--- src/source/video_link_pkg.sv ---
package video_link_pkg;

    // control view of a link word, comma byte goes out first
    typedef struct packed {
        logic [7:0]  marker;
        logic [15:0] code;
        logic [7:0]  comma;
    } ctrl_word_t;

    // pixel view, first pixel of the pair in the low half
    typedef struct packed {
        logic [15:0] pix_hi;
        logic [15:0] pix_lo;
    } pix_word_t;

    typedef union packed {
        ctrl_word_t ctrl;
        pix_word_t  pix;
    } link_word_u;

    // camera side input, one pixel per pclk when de is high
    typedef struct packed {
        logic        de;
        logic [15:0] data;
    } pixel_in_t;

    localparam logic [15:0] code_frame_sync0 = 16'h0000;
    localparam logic [15:0] code_frame_sync1 = 16'h0001;
    localparam logic [15:0] code_line_start  = 16'h0002;
    localparam logic [15:0] code_line_end    = 16'h0003;
    localparam logic [15:0] code_idle_a      = 16'h5555; // filler, always paired
    localparam logic [15:0] code_idle_b      = 16'haaaa;

    localparam logic [7:0]  comma_byte  = 8'hbc; // k28.5 on the lane
    localparam logic [7:0]  marker_byte = 8'hff;

    localparam logic [3:0]  k_ctrl = 4'b0001; // byte 0 is a k character
    localparam logic [3:0]  k_data = 4'b0000;

endpackage
--- src/source/link_framer.sv ---
`timescale 1ns/10ps

module link_framer
    import video_link_pkg::*;
(
    input  logic        tx_clk,
    input  logic        rst,
    input  logic        frame_start,
    input  logic [15:0] vin_width,
    input  logic [15:0] level_pix,
    input  link_word_u  rd_data,
    output logic        rd_en,
    output link_word_u  gt_tx_data,
    output logic [3:0]  gt_tx_ctrl
);

    // state names the word sent at the next edge
    localparam logic [2:0] st_frame_sync1 = 3'd1;
    localparam logic [2:0] st_line_start  = 3'd2;
    localparam logic [2:0] st_line_data   = 3'd3;
    localparam logic [2:0] st_line_end    = 3'd4;
    localparam logic [2:0] st_idle_a      = 3'd5;
    localparam logic [2:0] st_idle_b      = 3'd6;

    logic [2:0]  state;
    logic [15:0] beat;       // reads issued in this line
    logic [15:0] beat_nxt;
    logic [15:0] line_words; // pixel pairs per line
    logic        line_ready;

    assign line_words = {1'b0, vin_width[15:1]};
    assign beat_nxt   = beat + 16'd1;
    assign line_ready = (level_pix >= vin_width) && (line_words != 16'd0);

    function automatic link_word_u ctrl_word(input logic [15:0] code);
        link_word_u w;
        w.ctrl.marker = marker_byte;
        w.ctrl.code   = code;
        w.ctrl.comma  = comma_byte;
        return w;
    endfunction

    always_ff @(posedge tx_clk or posedge rst)
    begin
        if (rst)
        begin
            state      <= st_idle_a;
            beat       <= 16'd0;
            rd_en      <= 1'b0;
            gt_tx_data <= '0;
            gt_tx_ctrl <= 4'd0;
        end
        else if (frame_start)
        begin
            // abandon any line in progress
            state      <= st_frame_sync1;
            rd_en      <= 1'b0;
            gt_tx_data <= ctrl_word(code_frame_sync0);
            gt_tx_ctrl <= k_ctrl;
        end
        else
        begin
            case (state)
                st_frame_sync1:
                begin
                    state      <= st_idle_a;
                    gt_tx_data <= ctrl_word(code_frame_sync1);
                    gt_tx_ctrl <= k_ctrl;
                end
                st_idle_a:
                begin
                    state      <= st_idle_b;
                    gt_tx_data <= ctrl_word(code_idle_a);
                    gt_tx_ctrl <= k_ctrl;
                end
                st_idle_b:
                begin
                    if (line_ready)
                    begin
                        state <= st_line_start;
                        rd_en <= 1'b1; // first read overlaps line start
                        beat  <= 16'd0;
                    end
                    else
                        state <= st_idle_a;
                    gt_tx_data <= ctrl_word(code_idle_b);
                    gt_tx_ctrl <= k_ctrl;
                end
                st_line_start:
                begin
                    state      <= st_line_data;
                    beat       <= beat_nxt;
                    rd_en      <= (beat_nxt < line_words);
                    gt_tx_data <= ctrl_word(code_line_start);
                    gt_tx_ctrl <= k_ctrl;
                end
                st_line_data:
                begin
                    if (rd_en)
                    begin
                        beat  <= beat_nxt;
                        rd_en <= (beat_nxt < line_words);
                    end
                    else
                        state <= st_line_end; // last pair goes out now
                    gt_tx_data <= rd_data;
                    gt_tx_ctrl <= k_data;
                end
                st_line_end:
                begin
                    state      <= st_idle_a;
                    gt_tx_data <= ctrl_word(code_line_end);
                    gt_tx_ctrl <= k_ctrl;
                end
                default:
                begin
                    state <= st_idle_a;
                    rd_en <= 1'b0;
                end
            endcase
        end
    end

endmodule

--- config.mk ---
export PLATFORM = sky130hd
export DESIGN_NAME = link_framer
export DESIGN_NICKNAME = d
export VERILOG_FILES = /design/src/source/video_link_pkg.sv /design/src/source/link_framer.sv
export SDC_FILE = /design/constraint.sdc
export NUM_CORES = 1
export LEC_CHECK = 0
export BUFFER_PORTS_ARGS = -buffer_cell sky130_fd_sc_hd__buf_2
export CELL_PAD_IN_SITES_DETAIL_PLACEMENT = 2
export CELL_PAD_IN_SITES_GLOBAL_PLACEMENT = 2
export CORE_MARGIN = 1
export CORE_UTILIZATION = 34
export CTS_BUF_LIST = sky130_fd_sc_hd__clkbuf_2 sky130_fd_sc_hd__clkbuf_4 sky130_fd_sc_hd__clkbuf_8
export DETAILED_ROUTE_END_ITERATION = 10
export HOLD_SLACK_MARGIN = 0.03
export PLACE_DENSITY = 0.89
export SKIP_LAST_GASP = 1
export SYNTH_ARGS = -nofsm -noshare
export SYNTH_HDL_FRONTEND = slang
export SYNTH_SLANG_ARGS = --single-unit
--- constraint.sdc ---
create_clock -name tx_clk -period 5 [get_ports tx_clk]
set_input_delay 0 -clock tx_clk [delete_from_list [all_inputs] [get_ports tx_clk]]
set_output_delay 0 -clock tx_clk [all_outputs]
set_load 0.02 [all_outputs]
### Word level (Yosys, flattened, before mapping)

Cells that the tools add are included.

| word-level totals | value |
|---|---|
| input port bits | 67 |
| register bits after elaboration | 56 |
| logic and storage cells | 44 |

| operators by class | value |
|---|---|
| reductions and logical operators | 9 |
| mux-type cells | 15 |
| equality and inequality tests | 11 |
| magnitude comparators | 2 |
| bitwise logic cells | 1 |
| add/sub/neg operators | 1 |

Operators by type and width:

| cell | count |
|---|---|
| 32-bit one-hot mux with 6 select lines | 1 |
| 16-bit one-hot mux with 3 select lines | 1 |
| 16-bit 2-to-1 mux | 2 |
| 32-bit 2-to-1 mux | 1 |
| 16-bit by 1-bit adder with 16-bit output (second input constant) | 1 |
| 16-bit >= comparator | 1 |
| 16-bit by 15-bit less-than comparator with 1-bit output | 1 |
| 16-bit nonzero test | 1 |
| 3-bit one-hot mux with 4 select lines | 1 |
| 3-bit equality test (second input constant) | 3 |
| 3-bit 2-to-1 mux | 3 |
| 4-bit one-hot mux with 2 select lines | 1 |
| 7-bit nonzero test | 1 |
| 3-bit by 2-bit equality test with 1-bit output (second input constant) | 2 |
| 3-bit != test (second input constant) | 2 |
| 3-bit nonzero test | 2 |
| 5-bit OR reduction | 1 |
| 4-bit 2-to-1 mux | 1 |
| 2-bit != test (second input constant) | 2 |
| 1-bit one-hot mux with 4 select lines | 1 |
| 4-bit AND reduction | 1 |
| 3-bit by 1-bit equality test with 1-bit output (second input constant) | 1 |
| 1-bit 2-to-1 mux | 3 |
| 3-bit OR reduction | 1 |
| other kinds (4) | 4 |

### Logic depth before layout (Yosys ltp)

| depth | value |
|---|---|
| depth in word-level cells | 5 |
| depth in mapped cells | 12 |

### Least setup slack after synthesis

OpenSTA, ideal clock, no wires.

| path | value |
|---|---|
| path kind | flip-flop to flip-flop |
| from | register beat[0] |
| to | register rd_en |
| data required time | 4.931 ns |
| cell stages (with the launch flop) | 12 |
| arrival | 2.651 ns |
| slack | 2.280 ns |
| period minus slack after synthesis | 2.720 ns |
| cell sequence | dfrtp_1 -> ha_1 -> nand3_1 -> nor3_1 -> and3_1 -> xor2_1 -> ha_1 -> a21o_1 -> a211o_1 -> a2111oi_0 -> o2111ai_1 -> nand3_1 |

| between the ends | value |
|---|---|
| longest elaborated chain between the ends | 5 |

Ends and longest elaborated chain:

| element | RTL line | RTL |
|---|---|---|
| from (decl) | link_framer.sv:26 | `logic [15:0] beat;` |
| from (signal assigned) | link_framer.sv:92 | `beat <= beat_nxt;` |
| from (signal assigned) | link_framer.sv:101 | `beat <= beat_nxt;` |
| 16-bit by 1-bit adder with 16-bit output (*) | link_framer.sv:32 | `assign beat_nxt = beat + 16'd1;` |
| 16-bit by 15-bit less-than comparator with 1-bit output (*) | link_framer.sv:93, link_framer.sv:102 |  |
| 1-bit 2-to-1 mux | link_framer.sv:99 | `if (rd_en)` |
| 1-bit one-hot mux with 4 select lines (*) | link_framer.sv:63 | `case (state)` |
| 1-bit 2-to-1 mux (*) | link_framer.sv:53 | `else if (frame_start)` |
| to (signal assigned) | link_framer.sv:93 | `rd_en <= (beat_nxt < line_words);` |
| to (signal assigned) | link_framer.sv:102 | `rd_en <= (beat_nxt < line_words);` |
| to (decl) | link_framer.sv:12 | `output logic rd_en,` |

Every way passes the cells marked *; elsewhere a longest branch is shown, timed or not.
A chain may end at the register's enable or synchronous reset.

### Worst setup path in the final report

Same ends and word-level chain as after synthesis.

==> flow_summary.json <==
{
  "cts-buffers-inserted": 5,
  "cts_root_buffer": "clkbuf_8",
  "syn2layout_area_growth_pct": 24.9,
  "worstSetupEndpointType": "flip-flop",
  "slew_headroom_pct": 28.3,
  "required_ns": 5.26,
  "ant_nets": 0,
  "synth_top_area_share_pct": 36.9,
  "synthFlopType": "dfrtp_1",
  "synth-seq-cells": 53,
  "detail_route.wl_per_cell_um": 19.6,
  "period_share_pct": 65.0,
  "clk_pin_slew_ns": 0.10,
  "place.gp.congestion": 0.808,
  "path_max_fanout": 5,
  "io_pins": 104,
  "syn_area_um2": 3460,
  "status": "completed",
  "rows": 36,
  "layout.nets": 591,
  "post-route-min-period_ns": 3.25,
  "power_density_nw_per_um2": 244,
  "vias": 3483,
  "maxCapViolations": 0,
  "clock_sinks": 53,
  "first_pass_iters": 4,
  "antenna_found_initial": 0,
  "hp-class": "input pin to flip-flop",
  "dpl.hpwl_um": 8930,
  "cts_tree": "yes",
  "synthTopCellsByArea": "dfrtp_1 37%, ha_1 11%, a21oi_1 5.4%",
  "hold_violations": 0,
  "die_width_um": 103,
  "irDropWorstVdd_uv": 112,
  "final-max-slew-violation-count": 0,
  "numPortBuffers": 100,
  "clk_path_buf_depth": 2,
  "synth_enable_flop_cells": 0,
  "grt_max_degree": 54,
  "worst_setup_path_start_kind": "flip-flop",
  "cp_slowest_stage_delay_ns": 0.43,
  "cts_setup_buffers": 0,
  "synth_cell_type_count": 53,
  "grt_pass1_wl_um": 19800,
  "tightest_slew_ns": 1.07,
  "synth_cells": 385,
  "wl_um": 12300,
  "rsz0062_at_grt": "false",
  "die_y_um": 103,
  "setup_viol": 0,
  "dieArea_um2": 10600,
  "skew_ns": 0.00814,
  "fin_cells": 627,
  "max_freq_mhz": 307,
  "core_area_um2": 9820,
  "yosysTopAreaCell": "dfrtp_1",
  "num_antenna_cells": 0,
  "seq_area_frac_synth_pct": 38.4,
  "insertion_delay_ns": 0.32,
  "tns_ns": 0,
  "htreeDepth": 2,
  "drc": 0,
  "drive_gt1_share_pct": 24.5,
  "fill_cells": 1141,
  "ys_top_cells_by_count": "51 x dfrtp_1, 41 x nor2_1, 37 x a21oi_1",
  "grt_overflow_total": 0,
  "drtIter0Drc": 172,
  "crit_slowest_cell": "dfrtp_1",
  "synth_warnings": 0,
  "arrival_ns": 3.51,
  "vias_per_cell": 5.56,
  "grtUsageTotal_pct": 24.5,
  "p_leak_uw": 0.00215,
  "start_util_pct": 35.2,
  "avgSynthCellArea_um2": 8.98,
  "crit_path_cell_trace": "ha_1 -> nand3_1 -> nor3_1 -> and3_1 -> xor2_1 -> ha_1 -> a21o_1 -> a211o_1 -> a2111oi_0 -> o2111ai_1 -> nand3_1",
  "yosysMostFrequentCell": "dfrtp_1",
  "grt_pass1_vias": 3932,
  "critPathKind": "flip-flop to flip-flop",
  "dp_cells": 602,
  "async_flop_share_pct": 100
}
-- cell usage in the layout (no fill, tap or decap), types with 7 or more instances in the layout --
cell / count
xnor2_1: 8
or3_1: 9
a22o_1: 7
buf_2: 100
o21ai_0: 10
nand3_1: 9
inv_1: 23
a21oi_1: 37
nand4_1: 7
ha_1: 31
nor2_1: 41
a21o_1: 11
dfrtp_1: 51
o22a_1: 15
nand2_1: 34
dlygate4sd3_1: 17
-- critical path, delay by kind of cell, from the launching register on --
family,cells,cell delay [ns]
compound gates,4,1.04
xor+xnor,1,0.19
fa+ha+maj,2,0.54
flops,1,0.43
simple gates,4,1.00
-- final timing paths --
kind                          startpoint              to  slack, ns  cells after the start
max                              beat[0]           rd_en       1.75                     11
max in group asynchronous            rst         beat[4]       4.12                      4
min reg2reg                gt_tx_data[4]   gt_tx_data[4]       0.51                      1
min                           rd_data[9]   gt_tx_data[9]       0.06                      3
max reg2reg                      beat[0]           rd_en       1.75                     11
min in group asynchronous            rst  gt_tx_data[24]       0.41                      4
-- layout make-up --
class | instances | area, um2 | area share (%)
Timing Repair Buffer | 119 | 686 | 15.9
Inverter | 24 | 90.1 | 2.09
Tap cell | 133 | 166 | 3.86
Multi-Input combinational cell | 290 | 1950 | 45.2
Clock inverter | 2 | 13.8 | 0.319
Sequential cell | 53 | 1330 | 30.8
Clock buffer | 6 | 82.6 | 1.91
-- registers in the layout, indices dropped and copies added, names as in the netlist --
signal	cells
gt_tx_ctrl	1
state	3
gt_tx_data	32
rd_en	1
beat	16
-- cells by family after synthesis --
family                   synth area share, %
AND/OR/NAND/NOR                         16.7
AO/OA/AOI/OAI                           24.0
flip-flops                              38.4
buffers and inverters                   5.39
adder cells (fa/ha/maj)                 11.2
XOR/XNOR                                3.55
multiplexers                           0.615
other                                  0.108
-- where the power goes --
part | internal (uW) | switching (uW)
logic | 119 | 155
registers | 461 | 48.7
clock network | 113 | 156
total | 692 | 360
-- stage by stage --
step                total power [uW]  area [um2]  util, %  worst slack [ns]  hold WS (ns)
finish                          1050        4320     44.0              1.75        0.0601
detailed placement               778        4050     41.2              1.75         0.217
global route                    1110        4320     44.0              1.43        0.0807
global placement                 757        4050     41.2              2.05         0.210
floorplan                        676        3460        -              2.28         0.126
CTS                             1060        4320     44.0              1.71        0.0585
-- per-layer routing --
metal | wire [um] | part of all wire, % | vias to the layer above | track usage (%)
met2 | 6590 | 53 | 82 | 46.6
met4 | 101 | 0.82 | 0 | 4.66
met3 | 466 | 3.8 | 9 | 3.93
met5 | 0 | 0 | - | 0
li1 | - | - | 1607 | -
met1 | 5160 | 42 | 1785 | 29.1
-- repair_timing --
action,in CTS,in global routing
hold endpoints to repair,67,0
resized for setup,0,0
hold buffers,17,0
No activity file was read; power rests on OpenSTA's default activity.
